**src/design/pic_pkg.sv**
```systemverilog
// 8259-style interrupt controller shared definitions
// Widths, init steps, OCW2/OCW3 codes, configuration and command layouts

package pic_pkg;

    // ==================================================================
    // Sizes and basic types
    // ==================================================================
    localparam int NUM_IRQ = 8;           // One 8259, eight lines

    typedef logic [NUM_IRQ-1:0] pic_irq_t;    // IRR, ISR, IMR, irq pins
    typedef logic [2:0]         pic_level_t;  // IRQ number
    typedef logic [7:0]         pic_vector_t; // {base[4:0], level[2:0]}

    // Init sequence position
    typedef enum logic [2:0] {
        IDLE      = 3'd0,
        WAIT_ICW2 = 3'd1,
        WAIT_ICW3 = 3'd2,
        WAIT_ICW4 = 3'd3,
        READY     = 3'd4
    } pic_step_t;

    // ==================================================================
    // OCW2 and OCW3 codes
    // ==================================================================
    localparam logic [2:0] ROT_AEOI_CLR    = 3'b000;
    localparam logic [2:0] EOI_NONSPEC     = 3'b001;
    localparam logic [2:0] EOI_SPEC        = 3'b011;
    localparam logic [2:0] ROT_AEOI_SET    = 3'b100;
    localparam logic [2:0] EOI_ROT_NONSPEC = 3'b101;
    localparam logic [2:0] SET_PRIORITY    = 3'b110;
    localparam logic [2:0] EOI_ROT_SPEC    = 3'b111;

    localparam logic [1:0] RD_IRR = 2'b10;    // RR=1, RIS=0
    localparam logic [1:0] RD_ISR = 2'b11;    // RR=1, RIS=1

    // ==================================================================
    // Configuration and commands
    // ==================================================================
    typedef struct packed {
        logic       ltim;     // Level triggered
        logic       sngl;     // Single, no ICW3
        logic       ic4;      // ICW4 follows
        logic       aeoi;     // Auto EOI
        logic [4:0] base;     // Vector base, upper bits
        logic [7:0] cascade;  // ICW3 byte, stored only
    } pic_cfg_t;

    // Address-0 byte, three views
    typedef struct packed {
        logic [2:0] rsvd;     // A7-A5, not used here
        logic       sel;      // Set for ICW1
        logic       ltim;
        logic       adi;
        logic       sngl;
        logic       ic4;
    } pic_icw1_t;

    typedef struct packed {
        logic [2:0] code;     // R, SL, EOI
        logic [1:0] sel;      // 2'b00 for OCW2
        pic_level_t level;
    } pic_ocw2_t;

    typedef struct packed {
        logic       rsvd;
        logic [1:0] smm;      // ESMM, SMM
        logic [1:0] sel;      // 2'b01 for OCW3
        logic       poll;
        logic [1:0] rd_sel;   // RR, RIS
    } pic_ocw3_t;

    typedef union packed {
        pic_icw1_t icw1;
        pic_ocw2_t ocw2;
        pic_ocw3_t ocw3;
    } pic_cmd_u;

    // OCW2 handed to the service stage
    typedef struct packed {
        logic       valid;
        logic [2:0] code;
        pic_level_t level;
    } pic_eoi_t;

    // Special mask set/clear strobe
    typedef struct packed {
        logic valid;
        logic set;
    } pic_smm_t;

endpackage
```
**src/design/pic_top.sv**
```systemverilog
// 8259-style programmable interrupt controller, single chip
// Register interface, init sequencer, request stage and service stage

`timescale 1ns/100ps

module pic_top (
    input  logic                 clk,
    input  logic                 rst,
    input  logic                 wr,
    input  logic                 a0,
    input  logic [7:0]           wdata,
    output logic [7:0]           rd_data,
    input  pic_pkg::pic_irq_t    irq,
    output logic                 int_req,
    input  logic                 inta,
    output pic_pkg::pic_vector_t vector
);

    pic_pkg::pic_step_t step;
    logic               ready;
    logic               icw1_wr;
    logic               data_wr;
    pic_pkg::pic_cfg_t  cfg;
    pic_pkg::pic_irq_t  imr;
    pic_pkg::pic_irq_t  irr;
    pic_pkg::pic_irq_t  isr;
    pic_pkg::pic_irq_t  ack_onehot;
    pic_pkg::pic_eoi_t  eoi;
    pic_pkg::pic_smm_t  smm;

    // ==================================================================
    // Blocks
    // ==================================================================
    pic_regs regs_i (
        .clk, .rst, .wr, .a0, .wdata, .rd_data,
        .step, .irr, .isr,
        .icw1_wr, .data_wr, .cfg, .imr, .eoi, .smm
    );

    pic_init_seq init_i (
        .clk, .rst, .icw1_wr, .data_wr, .cfg, .step, .ready
    );

    pic_request req_i (
        .clk, .rst, .irq, .cfg, .ready, .ack_onehot, .irr
    );

    pic_service svc_i (
        .clk, .rst, .irr, .imr, .cfg, .ready, .icw1_wr, .eoi, .smm,
        .inta, .isr, .int_req, .vector, .ack_onehot
    );

endmodule

```
**src/design/pic_service.sv**
```systemverilog
// PIC service stage
// Priority resolution over IRR and ISR, EOI and rotation commands,
// special mask mode, INT output and the INTA vector latch

`timescale 1ns/100ps

module pic_service (
    input  logic                 clk,
    input  logic                 rst,
    input  pic_pkg::pic_irq_t    irr,
    input  pic_pkg::pic_irq_t    imr,
    input  pic_pkg::pic_cfg_t    cfg,
    input  logic                 ready,
    input  logic                 icw1_wr,
    input  pic_pkg::pic_eoi_t    eoi,
    input  pic_pkg::pic_smm_t    smm,
    input  logic                 inta,
    output pic_pkg::pic_irq_t    isr,
    output logic                 int_req,
    output pic_pkg::pic_vector_t vector,
    output pic_pkg::pic_irq_t    ack_onehot
);

    pic_pkg::pic_level_t rot_base;   // Lowest priority level
    logic                rot_aeoi;   // Rotate on auto EOI
    logic                smm_on;     // Special mask mode
    pic_pkg::pic_irq_t   req;        // Unmasked pending
    pic_pkg::pic_irq_t   cand;
    pic_pkg::pic_irq_t   isr_set;
    pic_pkg::pic_irq_t   isr_clr;
    logic                win_hit;
    logic                isr_hit;
    pic_pkg::pic_level_t win_lvl;
    pic_pkg::pic_level_t isr_lvl;
    logic                ack;
    logic                eoi_go;

    // First set bit walking up from base+1, returns {hit, level}
    function automatic logic [3:0] pick(input pic_pkg::pic_irq_t bits,
                                        input pic_pkg::pic_level_t base);
        pic_pkg::pic_level_t idx;
        pic_pkg::pic_level_t lvl;
        logic                hit;
        hit = 1'b0;
        lvl = '0;
        for (int i = 0; i < pic_pkg::NUM_IRQ; i++) begin
            idx = base + 3'(i) + 3'd1;
            if (!hit && bits[idx]) begin
                hit = 1'b1;
                lvl = idx;
            end
        end
        return {hit, lvl};
    endfunction

    // Distance from the top of the ring, 0 is highest
    function automatic pic_pkg::pic_level_t rank(input pic_pkg::pic_level_t lvl,
                                                 input pic_pkg::pic_level_t base);
        return lvl - base - 3'd1;
    endfunction

    // ==================================================================
    // Priority resolution
    // ==================================================================
    assign req = irr & ~imr;

    // In special mask mode only the serviced level itself is held off
    assign cand = smm_on ? (req & ~isr) : req;

    assign {win_hit, win_lvl} = pick(cand, rot_base);
    assign {isr_hit, isr_lvl} = pick(isr, rot_base);

    assign int_req = ready && win_hit &&
                     (smm_on || !isr_hit ||
                      (rank(win_lvl, rot_base) < rank(isr_lvl, rot_base)));

    assign ack    = inta && int_req;     // inta alone is ignored
    assign eoi_go = eoi.valid && ready;

    always_comb begin
        ack_onehot = '0;
        if (ack) begin
            ack_onehot[win_lvl] = 1'b1;
        end
    end

    // ==================================================================
    // ISR set and clear
    // ==================================================================
    assign isr_set = cfg.aeoi ? '0 : ack_onehot;

    always_comb begin
        isr_clr = '0;
        if (eoi_go) begin
            case (eoi.code)
                pic_pkg::EOI_NONSPEC,
                pic_pkg::EOI_ROT_NONSPEC: if (isr_hit) isr_clr[isr_lvl] = 1'b1;
                pic_pkg::EOI_SPEC,
                pic_pkg::EOI_ROT_SPEC:    isr_clr[eoi.level] = 1'b1;
                default: ;
            endcase
        end
    end

    // ==================================================================
    // Control state
    // ==================================================================
    always_ff @(posedge clk) begin
        if (rst || icw1_wr) begin
            isr      <= '0;
            rot_base <= 3'd7;              // IRQ0 on top
            rot_aeoi <= 1'b0;
            smm_on   <= 1'b0;
        end else begin
            isr <= (isr & ~isr_clr) | isr_set;
            if (smm.valid && ready) begin
                smm_on <= smm.set;
            end
            if (eoi_go) begin
                case (eoi.code)
                    pic_pkg::ROT_AEOI_SET:    rot_aeoi <= 1'b1;
                    pic_pkg::ROT_AEOI_CLR:    rot_aeoi <= 1'b0;
                    pic_pkg::EOI_ROT_NONSPEC: if (isr_hit) rot_base <= isr_lvl;
                    pic_pkg::EOI_ROT_SPEC,
                    pic_pkg::SET_PRIORITY:    rot_base <= eoi.level;
                    default: ;
                endcase
            end else if (ack && cfg.aeoi && rot_aeoi) begin
                rot_base <= win_lvl;       // Serviced level drops to bottom
            end
        end
    end

    // Vector held until the next accepted ack
    always_ff @(posedge clk) begin
        if (rst) begin
            vector <= '0;
        end else if (ack) begin
            vector <= {cfg.base, win_lvl};
        end
    end

endmodule

```
**src/design/pic_request.sv**
```systemverilog
// PIC request stage
// Edge or level detection on IRQ0-7 and the Interrupt Request Register

`timescale 1ns/100ps

module pic_request (
    input  logic               clk,
    input  logic               rst,
    input  pic_pkg::pic_irq_t  irq,
    input  pic_pkg::pic_cfg_t  cfg,
    input  logic               ready,
    input  pic_pkg::pic_irq_t  ack_onehot,  // Bit taken by INTA
    output pic_pkg::pic_irq_t  irr
);

    pic_pkg::pic_irq_t irq_q;      // Last sample
    pic_pkg::pic_irq_t trig;

    // ==================================================================
    // Trigger detect
    // ==================================================================
    always_ff @(posedge clk) begin
        if (rst) begin
            irq_q <= '0;
        end else begin
            irq_q <= irq;
        end
    end

    // Level mode latches every cycle the line is high
    assign trig = cfg.ltim ? irq : (irq & ~irq_q);

    // ==================================================================
    // IRR
    // ==================================================================
    always_ff @(posedge clk) begin
        if (rst) begin
            irr <= '0;
        end else if (!ready) begin
            irr <= '0;                          // Nothing latched before init
        end else begin
            // A held level line sets its bit again right after the ack
            irr <= (irr & ~ack_onehot) | trig;
        end
    end

endmodule

```
**src/design/pic_init_seq.sv**
```systemverilog
// PIC initialization sequencer
// Steps through ICW2, ICW3 and ICW4 after an ICW1 and flags READY

`timescale 1ns/100ps

module pic_init_seq (
    input  logic                clk,
    input  logic                rst,
    input  logic                icw1_wr,
    input  logic                data_wr,
    input  pic_pkg::pic_cfg_t   cfg,
    output pic_pkg::pic_step_t  step,
    output logic                ready
);

    pic_pkg::pic_step_t step_nxt;

    // ==================================================================
    // Next step
    // ==================================================================
    always_comb begin
        step_nxt = step;
        if (icw1_wr) begin
            step_nxt = pic_pkg::WAIT_ICW2;      // Restarts from any step
        end else if (data_wr) begin
            case (step)
                pic_pkg::WAIT_ICW2: begin
                    if (!cfg.sngl) begin
                        step_nxt = pic_pkg::WAIT_ICW3;
                    end else if (cfg.ic4) begin
                        step_nxt = pic_pkg::WAIT_ICW4;
                    end else begin
                        step_nxt = pic_pkg::READY;
                    end
                end
                pic_pkg::WAIT_ICW3: begin
                    step_nxt = cfg.ic4 ? pic_pkg::WAIT_ICW4 : pic_pkg::READY;
                end
                pic_pkg::WAIT_ICW4: step_nxt = pic_pkg::READY;
                default: ;                      // IDLE and READY hold
            endcase
        end
    end

    always_ff @(posedge clk) begin
        if (rst) begin
            step <= pic_pkg::IDLE;
        end else begin
            step <= step_nxt;
        end
    end

    assign ready = (step == pic_pkg::READY);

endmodule

```
**src/design/pic_regs.sv**
```systemverilog
// PIC CPU register interface
// Decodes address-0 command bytes and address-1 data bytes, holds the
// ICW configuration, IMR and read select, and muxes read data

`timescale 1ns/100ps

module pic_regs (
    input  logic                clk,
    input  logic                rst,
    input  logic                wr,       // One-cycle write strobe
    input  logic                a0,
    input  logic [7:0]          wdata,
    output logic [7:0]          rd_data,
    input  pic_pkg::pic_step_t  step,
    input  pic_pkg::pic_irq_t   irr,
    input  pic_pkg::pic_irq_t   isr,
    output logic                icw1_wr,
    output logic                data_wr,
    output pic_pkg::pic_cfg_t   cfg,
    output pic_pkg::pic_irq_t   imr,
    output pic_pkg::pic_eoi_t   eoi,
    output pic_pkg::pic_smm_t   smm
);

    pic_pkg::pic_cmd_u cmd;       // Same byte, three layouts
    logic              cmd_wr;    // Address-0 write
    logic              ocw2_wr;
    logic              ocw3_wr;
    logic [1:0]        rd_sel;    // IRR or ISR on address-0 reads

    // ==================================================================
    // Write decode
    // ==================================================================
    assign cmd     = wdata;
    assign cmd_wr  = wr && !a0;
    assign data_wr = wr && a0;

    // Bit 4 marks ICW1, otherwise bit 3 splits OCW3 from OCW2
    assign icw1_wr = cmd_wr && cmd.icw1.sel;
    assign ocw2_wr = cmd_wr && (cmd.ocw2.sel == 2'b00);
    assign ocw3_wr = cmd_wr && (cmd.ocw3.sel == 2'b01);

    // Commands go straight to the service stage
    assign eoi = '{valid: ocw2_wr, code: cmd.ocw2.code, level: cmd.ocw2.level};
    assign smm = '{valid: ocw3_wr && cmd.ocw3.smm[1], set: cmd.ocw3.smm[0]};

    // ==================================================================
    // Programmable state
    // ==================================================================
    always_ff @(posedge clk) begin
        if (rst) begin
            cfg    <= '0;
            imr    <= '1;               // Everything masked out of reset
            rd_sel <= pic_pkg::RD_IRR;
        end else if (icw1_wr) begin
            // New init sequence
            cfg.ltim <= cmd.icw1.ltim;
            cfg.sngl <= cmd.icw1.sngl;
            cfg.ic4  <= cmd.icw1.ic4;
            cfg.aeoi <= 1'b0;           // Set again only by ICW4
            imr      <= '0;
            rd_sel   <= pic_pkg::RD_IRR;
        end else if (data_wr) begin
            // Address-1 byte goes where the sequencer points
            case (step)
                pic_pkg::WAIT_ICW2: cfg.base    <= wdata[7:3];
                pic_pkg::WAIT_ICW3: cfg.cascade <= wdata;
                pic_pkg::WAIT_ICW4: cfg.aeoi    <= wdata[1];
                pic_pkg::READY:     imr         <= wdata;   // OCW1
                default: ;                                  // Dropped in IDLE
            endcase
        end else if (ocw3_wr && cmd.ocw3.rd_sel[1]) begin
            rd_sel <= cmd.ocw3.rd_sel;  // RR set, take RIS
        end
    end

    // ==================================================================
    // Read mux
    // ==================================================================
    always_comb begin
        if (a0) begin
            rd_data = imr;
        end else if (rd_sel == pic_pkg::RD_ISR) begin
            rd_data = isr;
        end else begin
            rd_data = irr;
        end
    end

endmodule

```
**config.mk**
```make
export PLATFORM = sky130hd
export DESIGN_NAME = pic_top
export DESIGN_NICKNAME = d
export VERILOG_FILES = /design/src/design/pic_pkg.sv /design/src/design/pic_top.sv /design/src/design/pic_service.sv /design/src/design/pic_request.sv /design/src/design/pic_init_seq.sv /design/src/design/pic_regs.sv
export SDC_FILE = /design/constraint.sdc
export NUM_CORES = 1
export LEC_CHECK = 0
export BUFFER_PORTS_ARGS = -buffer_cell sky130_fd_sc_hd__buf_2
export CORE_MARGIN = 3
export CORE_UTILIZATION = 63
export CTS_BUF_LIST = sky130_fd_sc_hd__clkbuf_8
export DETAILED_ROUTE_END_ITERATION = 7
export PLACE_DENSITY_LB_ADDON = 0.15
export SLEW_MARGIN = 25
export SYNTH_ARGS = -nofsm -noshare
export SYNTH_HDL_FRONTEND = slang
export SYNTH_SLANG_ARGS = --single-unit
```
**constraint.sdc**
```tcl
create_clock -name clk -period 7.4 [get_ports clk]
set_input_delay 1.11 -clock clk [delete_from_list [all_inputs] [get_ports clk]]
set_output_delay 1.11 -clock clk [all_outputs]
set_load 0.02 [all_outputs]
```
# Word-level counts from Yosys, hierarchy flattened
# Cells that the tools add are included.
# word_totals
register_bits,59
input_bits,21
out_inout_bits,17
word_cells,241
# op_classes
addsub,18
magnitude_cmp,15
n_eq_ne,14
mux,92
bitwise,15
n_reduce_logical,71
# ops
op,count
two-way mux 8 bit,11
two-way mux 3 bit,21
binary-select mux 1 bit (select 3 bit),16
less-than comparator 3 x 4 -> 1 bit (second input constant),11
bitwise AND 8 bit,5
inverter 8 bit,5
two-way mux 1 bit,37
logical AND 1 bit,31
adder 3 x 1 -> 3 bit (second input constant),8
logical NOT 1 bit,16
OR 8 bit,2
case mux 8 bit (2 select lines),1
equality test 3 bit (second input constant),5
adder 3 bit (second input constant),4
AND reduction 2 bit,6
OR reduction 2 bit,5
demux 1 bit (select 3 bit),3
equality test 3 x 2 -> 1 bit (second input constant),3
>= comparator 3 x 1 -> 1 bit (second input constant),3
case mux 3 bit (3 select lines),1
nonzero test 2 bit,4
adder 3 x 2 -> 3 bit (second input constant),2
equality test 3 x 1 -> 1 bit (second input constant),2
case mux 3 bit (2 select lines),1
other kinds (15),22

# Logic depth before layout (Yosys ltp)
# Gate-level depths: netlist of the first run.
# depth
depth_word,38
ltp_mapped,26
ltp_nobuf,21

# Modules after synthesis
# Synthesis of the first run repeated with hierarchy kept, for this count alone.
# hier_totals
cells_unflattened,670
area_unflattened_um2,5654.2
# modules_own_cells
mod,n_inst,cells_each,area_per_inst_um2,seq_area_each_um2
pic_service,1,435,3463.3,420.4
pic_regs,1,157,1400.1,540.5
pic_request,1,58,605.6,320.3
pic_init_seq,1,20,185.2,60.1

# Worst setup path before layout of the first run
# Ideal clock, no wire load.
# synth_path
kind,register -> output
from,register svc_i.rot_base[1]
to,output port int_req
arrival_time_ns,4.540
required_ns,6.290
slack_ns,1.750
stages_incl_launch_ff,20
n_path_buf,3
path_cell_list,dfxtp_1 -> buf_2 -> buf_2 -> inv_1 -> ha_1 -> buf_4 -> and2b_4 -> nand3_1 -> nand4_2 -> a2111o_1 -> nor4b_4 -> nand2b_1 -> a32oi_4 -> ha_1 -> fa_1 -> ha_1 -> a21o_1 -> a21oi_1 -> o31ai_1 -> a21oi_4
# synth_via
elab_chain_len,30
word_cells_on_any_way,116
classes_between,18 x add/sub; 1 x order compare; 64 x mux; 33 x reduce/logical
# synth_rtl
item,line_no,text
start: declaration,pic_service.sv:24,pic_pkg::pic_level_t rot_base;
start signal: assignment,pic_service.sv:123,pic_pkg::EOI_ROT_NONSPEC: if (isr_hit) rot_base <= isr_lvl;
start signal: assignment,pic_service.sv:125,pic_pkg::SET_PRIORITY: rot_base <= eoi.level;
start signal: assignment,pic_service.sv:129,rot_base <= win_lvl;
"parallel branches: the longest is 24 deep, another holds adder 3 x 1 -> 3 bit",-,
two-way mux 3 bit (*),pic_service.sv:48,if (!hit && bits[idx]) begin
net svc_i.win_lvl[0],pic_service.sv:33,pic_pkg::pic_level_t win_lvl;
subtractor 3 bit (*),pic_service.sv:59,return lvl - base - 3'd1;
subtractor 3 x 1 -> 3 bit (*),pic_service.sv:59,
less-than comparator 3 bit (*),pic_service.sv:75,"(rank(win_lvl, rot_base) < rank(isr_lvl, rot_base)));"
logical OR 1 bit (*),pic_service.sv:74,(smm_on || !isr_hit ||
logical AND 1 bit (*),pic_service.sv:73,assign int_req = ready && win_hit &&
end: declaration,pic_top.sv:14,"output logic int_req,"
# Mark *: on every way through the listed nets, which the timed path passes. The select of a mux whose other input is x is not followed.

# Worst setup path in the final report of the first run
# Ends and elaborated chain as after synthesis.

==> metrics, run 1 <==
Total GRT Usage=0.351; crit share post-route=0.896; Setup Viol. Count Final=0; critical path's largest stage delay=0.59 ns; CP startpoint=svc_i.rot_base[1]; antenna violations before repair=0; CORE AREA=7490 sq um; Hold Crit Depth=2; critical path class=flop to primary output; Peak Freq=151 MHz; Max VDD drop=150 uV; cell taking the most area after synthesis=dfxtp_1; RR Endpoint=req_i.irr[1]; headroom to the max-slew limit=0.394; CP max FO=12; FF-to-FF setup slack=1.54 ns; Post-Syn Area=5000 sq um; Wirelength per Cell=20.8 um; post-DP HPWL=11.1 mm; Synth area leaders=dfxtp_1 (24%), mux2i_1 (9.4%), nand2_1 (5.0%), mux4_2 (4.9%), nor2_1 (4.1%); Setup Fix Bufs, Post-CTS=0; leakage power=0.00220 uW; Worst-Margin Slew=0.905 ns; Hold Crit Start=regs_i.rd_sel[1]; share of cells above drive strength 1=0.163; Final Max Slew Viols=0; R2R Path Start=svc_i.rot_base[1]; fin nets=663; Worst Path Required=6.29 ns; setup TNS=0 ns; buffer depth of the longest clock path=2; 1st-pass router iterations=5; #FFs+latches synth=59; ANT nets after route=0; Final WS setup=0.766 ns; CP dominant cell by count=ha_1; startpoint class of the critical path=flop; Post-Syn Instances=619; max cap viols=0; Hold Vio Cnt, Final=0; CTS tree=yes; Vias/cell=6.95; DP Worst Slack=1.10 ns; ant diodes=0; root buffer cell=clkbuf_8; RePlAce Congestion=0.974; port bufs=37; Die Area=9050 sq um; Worst-Skew Late Latency=0.35 ns; clock sink count=59; RSZ-0062 raised after global routing=false; status=completed; htree depth=3; Reg2Reg Depth=21; vias in the first global route=4,892; clock slew seen by the registers of the worst setup and hold paths=0.07 ns; hold-fix buffer count after cts=0; Post-synth EDFFs=0; Post-route DRC=0; post-CTS sizing=0; Main synth FF type=dfxtp_1; Die Wd=95.1 um; Num CTS Buffers=9; PwrDens=121 nW/um^2; initial core utilization=0.669; P&R area growth vs syn=6.25%; net count after synthesis=649; vias=5,116; post-synthesis async set-or-reset flop share=0; distinct cell type count after synthesis=89; minimum clock period after layout=6.63 ns; metal1 wirelength=5.93 mm; global-route wire length before repair=24.6 mm; Hold Crit Endpoint=regs_i.rd_sel[1]; Critical-path top delay cell=dfxtp_1; Die Ht=95.1 um; Clock Skew=0.0111 ns; metal3 WL=1.26 mm; most common cell after layout, fill and taps aside=nand2_1; Top Metal Used=met4; Hold Path Class=flop to flop; total detailed-routing wirelength=15.3 mm; most frequent cells in the layout=nand2_1 (66), dfxtp_1 (59), nor2_1 (55); Worst EP arrival=5.52 ns; 1st-iter DRT viols=451; I/O pin count=38; Yosys Warn Count=0; GRT overflow=0; largest net degree at the start of global routing=38; Met2 Wirelength=7.17 mm; row cnt=31; CP Cell Sequence=inv_1 > ha_1 > buf_4 > nor2_2 > nand3_1 > nand4_2 > a2111o_1 > nor4b_4 > nand2b_1 > a32oi_4 > ha_1 > fa_1 > ha_1 > a21o_1 > a21oi_1 > o31ai_1 > a21oi_4 > buf_2; Synth top area share=0.236; sequential area share after synthesis=0.236; Worst Setup End Kind=primary output; Post-Syn Area per Cell=8.09 sq um
## state kept, by name (all words and copies together) (netlist names)
| signal | count |
|---|---|
| svc_i.rot_base | 3 |
| regs_i.imr | 8 |
| svc_i.smm_on | 1 |
| svc_i.rot_aeoi | 1 |
| regs_i.cfg | 9 |
| regs_i.rd_sel | 2 |
| svc_i.vector | 8 |
| init_i.step | 3 |
| req_i.irq_q | 8 |
| svc_i.isr | 8 |
| req_i.irr | 8 |
## metrics by stage
stage | cells | total power (uW) | instance area [sq um] | util | hold WS [ns]
floorplan | 619 | 362 | 5000 | - | 0.421
global placement | 721 | 378 | 5130 | 0.686 | 0.431
detailed placement | 721 | 380 | 5130 | 0.686 | 0.446
CTS | 736 | 641 | 5310 | 0.710 | 0.461
global route | 736 | 658 | 5320 | 0.710 | 0.476
finish | 736 | 645 | 5320 | 0.710 | 0.459
## synth_stat cells (7+ instances only)
cell,n
nand4_1,12
nand2_1,66
nand2b_1,12
ha_1,7
o21ai_0,26
clkbuf_1,20
o21ai_1,8
nand3_1,39
inv_1,20
nor2_1,55
a31oi_1,8
nor3_1,8
dfxtp_1,59
o22ai_1,8
a21oi_1,35
mux4_2,11
mux2i_1,47
nor2b_1,19
o211ai_1,8
buf_2,11
## routing by layer
metal | vias up | GRT usage
met2 | 349 | 0.571
met3 | 76 | 0.0481
li1 | 2328 | -
met5 | - | 0
met1 | 2363 | 0.434
met4 | 0 | 0.225
## worst max path at each step
| stage | endpoint | slack (ns) |
|---|---|---|
| after floorplan | int_req | 1.75 |
| after global placement | int_req | 1.28 |
| after detailed placement | int_req | 1.10 |
| after CTS | int_req | 0.75 |
| after global routing | int_req | 0.44 |
| final | int_req | 0.77 |
## where the power goes
group	internal (uW)	total (uW)	switching, uW
registers	324	328	4.31
clock network	145	270	125
logic	15.6	46.9	31.3
total	484	644	161
## final cells by class
class / count / area [sq um]
Clock inverter: 3 / 13.8
Clock buffer: 12 / 165
Timing Repair Buffer: 43 / 230
Fill cell: 596 / 2170
Sequential cell: 59 / 1180
Inverter: 21 / 78.8
Tap cell: 99 / 124
Multi-Input combinational cell: 499 / 3520
## critical path, delay by kind of cell (launching register included)
family / cells / cell delay [ns]
adder cells (fa/ha/maj): 4 / 1.46
AO/OA/AOI/OAI: 6 / 1.42
AND/OR/NAND/NOR: 5 / 1.10
flip-flops: 1 / 0.59
buffers and inverters: 3 / 0.58
## cells by family (layout without fill, tap and decap cells)
logic type | count (synthesis) | after routing | synth area share
muxes | 61 | 61 | 0.153
xor gates and xnor gates | 9 | 9 | 0.0235
AOI/OAI and AO/OA | 163 | 163 | 0.229
buffers and inverters | 61 | 79 | 0.0605
and+or+nand+nor | 257 | 257 | 0.272
adders and majority gates | 9 | 9 | 0.0255
DFF | 59 | 59 | 0.236
No activity file was read; power rests on OpenSTA's default activity.
==> inputs of run 2 (changes only) <==
--- a/config.mk
+++ b/config.mk
@@ -14,4 +14,5 @@
 export SLEW_MARGIN = 25
 export SYNTH_ARGS = -nofsm -noshare
 export SYNTH_HDL_FRONTEND = slang
+export SYNTH_HIERARCHICAL = 1
 export SYNTH_SLANG_ARGS = --single-unit
==> run 2 against run 1 <==
Effect of this change: sequential power about the same; flip-flop and latch count unchanged; final cell count up 2.9%; hold slack worse by 0.0095 ns; global-route usage down 2.5 points; clock power up 8.9%; clock-buffer cell count down 1; sequential share of layout area down 1.5 points; setup slack worse by 0.39 ns; combinational power up 11%; synthesized cell count up 3.9%; clock skew up 0.00061 ns; critical path type unchanged; largest cell class unchanged.
==> metrics, run 2 <==
CORE AREA=8260 sq um; port bufs=37; Num CTS Buffers=9; vias=5,220; row cnt=33; Worst-Margin Slew=1.01 ns; global-route wire length before repair=25.5 mm; clock slew seen by the registers of the worst setup and hold paths=0.07 ns; fin nets=678; Die Ht=98.4 um; CTS tree=yes; Worst EP arrival=5.92 ns; met3 global-route usage=0.0629; net count after synthesis=673; Yosys Warn Count=6; Setup Viol. Count Final=0; initial core utilization=0.651; largest net degree at the start of global routing=36; Post-Syn Area=5380 sq um; Max VDD drop=197 uV; GR Util met2=0.524; Worst-Skew Late Latency=0.34 ns; GRT overflow=0; max reg flops=9; Hold Path Class=flop to flop; Hold Vio Cnt, Final=0; Worst Path Required=6.29 ns; Total GRT Usage=0.327; headroom to the max-slew limit=0.321; post-DP HPWL=11.4 mm; share of cells above drive strength 1=0.209; Most flops, register=regs_i/cfg; max cap viols=0; Layout fillers=652; Wirelength per Cell=20.2 um; buffer depth of the longest clock path=2; hold-fix buffer count after cts=0; CP max FO=21; Die Area=9680 sq um; P&R area growth vs syn=6.10%; root buffer cell=clkbuf_8; htree depth=3; ant diodes=0; Final Max Slew Viols=0; total detailed-routing wirelength=15.3 mm; Worst Setup End Kind=primary output; startpoint class of the critical path=flop; Post-Syn Instances=643; Post-Syn Area per Cell=8.36 sq um; 1st-pass router iterations=5; minimum clock period after layout=7.03 ns; ANT nets after route=0; most frequent cells in the layout=dfxtp_1 (59), nand2_1 (56), buf_2 (37); Die Wd=98.4 um; Min Hold Slack=0.450 ns; leakage power=0.00225 uW; I/O pin count=38; critical path class=flop to primary output; setup TNS=0 ns; vias in the first global route=5,124; Final Total Pwr=674 uW; Peak Freq=142 MHz; status=completed; RePlAce Congestion=1.02; GR Util met1=0.419; most common cell after layout, fill and taps aside=dfxtp_1; antenna violations before repair=0; Vias/cell=6.90; clock sink count=59; PwrDens=118 nW/um^2; crit share post-route=0.950; Post-route DRC=0; Util after Layout=0.691; Clock Skew=0.0117 ns; RSZ-0062 raised after global routing=false; 1st-iter DRT viols=689; busiest layer in global routing=met2
[run 2: stage by stage]
step / area, sq um / setup WS [ns] / instances
2_1_floorplan: 5380 / 0.556 / 643
3_3_place_gp: 5490 / 0.734 / 742
3_5_place_dp: 5490 / 0.610 / 742
4_1_cts: 5690 / 0.248 / 757
5_1_grt: 5710 / 0.120 / 757
6_report: 5710 / 0.372 / 757
[run 2: cell type report]
| type | instances | area [sq um] | share of cell area |
|---|---|---|---|
| multi-input combinational | 504 | 3840 | 0.674 |
| timing repair buffer | 43 | 230 | 0.0404 |
| clock buffer | 11 | 151 | 0.0265 |
| inverter | 31 | 116 | 0.0204 |
| tap | 105 | 131 | 0.0230 |
| clock inverter | 4 | 50.0 | 0.00877 |
| sequential | 59 | 1180 | 0.207 |
[run 2: worst max-delay path, cell delays in order (launching register included)]
cell and delay, ns:
dfxtp_1 0.31, inv_1 0.23, ha_2 0.48, nor2b_1 0.26, and3_1 0.23, or4_1 0.67
mux2_2 0.37, nand2b_1 0.17, a311o_1 0.36, a32oi_4 0.28, inv_1 0.09, ha_1 0.21
fa_1 0.38, xnor2_1 0.15, xnor2_1 0.18, ha_1 0.30, a21oi_1 0.05, o31ai_1 0.52
a31oi_1 0.11, buf_2 0.21
[run 2: per-layer routing]
layer  vias to the layer above  wire (um)
met5                         -          0
met4                         0        647
met2                       293       7260
met3                        55       1330
li1                       2416          -
met1                      2456       6090
[run 2: timing repair]
action                                  in CTS  in global routing
resized for setup                            0                  1
endpoints found under the setup margin       0                  1
setup buffers                                0                  0
[run 2: report_power, final]
part           total [uW]  switching (uW)  internal (uW)  leakage (uW)
Sequential            329            5.15            324      0.000479
Combinational        51.9            33.0           18.8       0.00167
Clock                 294             122            171     0.0000974
[run 2: path summary, 6_finish.rpt]
path / cells past startpoint / startpoint / to / slack (ns)
worst min register to register: 2 / regs_i/cfg[9] / svc_i/vector[4] / 0.45
worst min-delay path: 2 / regs_i/cfg[9] / svc_i/vector[4] / 0.45
worst max register to register: 22 / svc_i/rot_base[1] / req_i/irr[2] / 0.89
worst max-delay path: 19 / svc_i/rot_base[1] / int_req / 0.37
==> inputs of run 3 (changes only) <==
--- a/config.mk
+++ b/config.mk
@@ -5,6 +5,7 @@
 export SDC_FILE = /design/constraint.sdc
 export NUM_CORES = 1
 export LEC_CHECK = 0
+export ABC_CLOCK_PERIOD_IN_PS = 7400
 export BUFFER_PORTS_ARGS = -buffer_cell sky130_fd_sc_hd__buf_2
 export CORE_MARGIN = 3
 export CORE_UTILIZATION = 63
==> constraint.sdc (replaced) <==
create_clock -name clk -period 7.4 [get_ports clk]
set_input_delay 2.22 -clock clk [delete_from_list [all_inputs] [get_ports clk]]
set_output_delay 2.22 -clock clk [all_outputs]
set_load 0.02 [all_outputs]
==> run 3 against run 2 <==
Effect of this change: final cell count is 4.6% higher; critical path depth fell by 1; die area is the same; highest routed layer unchanged; global-route usage grew 0.88 points; critical endpoint unchanged; clock power increased by 14%; final area up 6.6%; largest cell class unchanged.
==> metrics, run 3 (synthesis results as in run 2) <==
Final Total Pwr=716 uW; CP max FO=9; Peak Freq=139 MHz; fin nets=712; CTS tree=yes; Die Area=9680 sq um; Die Wd=98.4 um; Layout fillers=651; Worst-Skew Late Latency=0.34 ns; CP Cell Sequence=clkinvlp_4 > ha_4 > mux4_2 > or2_0 > mux4_2 > buf_4 > nor4_2 > o31a_1 > or3_4 > ha_1 > fa_1 > inv_1 > ha_1 > a21o_1 > a21oi_2 > o31ai_4 > a31oi_2 > buf_4; Num CTS Buffers=9; htree depth=3; post-DP HPWL=11.8 mm; crit share post-route=0.974; max cap viols=0; CP top delay family=adder cells; GRT overflow=0; Post-route DRC=0; root buffer cell=clkbuf_8; initial core utilization=0.651; CORE AREA=8260 sq um; Hold Path Class=flop to flop; max reg flops=9; critical path's largest stage delay=0.54 ns; Wirelength per Cell=20.5 um; setup TNS=0 ns; port bufs=37; Hold Vio Cnt, Final=0; clock slew seen by the registers of the worst setup and hold paths=0.07 ns; buffer depth of the longest clock path=2; Final Max Slew Viols=0; headroom to the max-slew limit=0.424; most frequent cells in the layout=dfxtp_1 (56), nand2_1 (56), buf_4 (39); placed cell area=5720 sq um; row cnt=33; total detailed-routing wirelength=16.3 mm; Util after Layout=0.737; Worst Setup End Kind=primary output; Clock Skew=0.00696 ns; RePlAce Congestion=1.02; Critical-path top delay cell=mux4_2; vias=5,408; Die Ht=98.4 um; largest net degree at the start of global routing=36; Worst Path Required=5.18 ns; critical path class=flop to primary output; Bufs and invs on worst path=4; clock sink count=59; Most flops, register=regs_i/cfg; global-route wire length before repair=26.3 mm; ANT nets after route=0; share of cells above drive strength 1=0.271; hold-fix buffer count after cts=0; startpoint class of the critical path=flop; Setup Viol. Count Final=0; 1st-pass router iterations=7; Worst-Margin Slew=0.862 ns; Max VDD drop=155 uV; Total GRT Usage=0.335; Worst EP arrival=4.99 ns; minimum clock period after layout=7.21 ns; vias in the first global route=5,118; Vias/cell=6.83; ant diodes=0; design area=6080 sq um; antenna violations before repair=0; status=completed; I/O pin count=38; leakage power=0.00243 uW; 1st-iter DRT viols=592; P&R area growth vs syn=13.1%; PwrDens=118 nW/um^2
==> run 3: cell count changes in the layout (fill, tap and decap cells not counted), sizes merged <==
| cell | change |
|---|---|
| bufinv | +1 |
| clkbuf | +1 |
| buf | +33 |
==> run 3: layout make-up <==
type                       instances  area (sq um)  area share
inverter                          31           120      0.0197
multi-input combinational        504          3930       0.645
sequential                        59          1180       0.195
timing repair buffer              77           493      0.0810
clock inverter                     5          76.3      0.0125
clock buffer                      11           151      0.0249
tap                              105           131      0.0216
==> run 3: final timing paths <==
path,start,end,slack (ns),cells past startpoint
worst min register to register,regs_i/cfg[9],regs_i/cfg[9],0.46,2
worst max-delay path,svc_i/rot_base[1],int_req,0.19,18
worst max register to register,svc_i/rot_base[1],req_i/irr[2],1.66,21
worst min-delay path,regs_i/cfg[9],regs_i/cfg[9],0.46,2
==> run 3: metrics by stage <==
stage	hold WS, ns	setup slack [ns]	instances
5_1_grt	0.482	-0.00625	792
3_5_place_dp	0.450	0.318	769
2_1_floorplan	0.432	0.0128	643
6_report	0.463	0.190	792
3_3_place_gp	0.440	0.449	769
4_1_cts	0.458	0.0156	789
==> run 3: repair_timing <==
item / in CTS / in global routing
pin swaps: 1 / 5
gates resized for setup: 6 / 15
setup endpoints to repair: 1 / 1
setup buffers: 4 / 3
==> run 3: worst register-to-register path, cell delays in order, from the launching register on <==
cell	delay [ns]
dfxtp_2	0.36
clkinvlp_4	0.11
ha_4	0.34
mux4_2	0.55
or2_0	0.25
mux4_2	0.53
buf_4	0.20
nor4_2	0.29
o31a_1	0.20
or3_4	0.16
ha_1	0.15
fa_1	0.40
inv_1	0.06
ha_1	0.22
a21o_1	0.17
a21oi_2	0.17
o31ai_4	0.11
a311oi_4	0.62
nand3b_1	0.36
nor2_1	0.18
nand2b_1	0.14
a21oi_2	0.05
==> run 3: power breakdown <==
group,switching (uW),internal (uW),total (uW),leakage [uW]
registers,5.17,324,329,0.000479
logic,33.2,18.9,52.1,0.00184
clock network,129,206,335,0.000117
==> run 3: metal layers <==
layer | up-vias | routed length [um] | global-route usage
li1 | 2485 | - | -
met1 | 2540 | 6330 | 0.436
met2 | 310 | 7690 | 0.548
met3 | 73 | 1420 | 0.0507
met4 | 0 | 819 | 0.155
met5 | - | 0 | 0
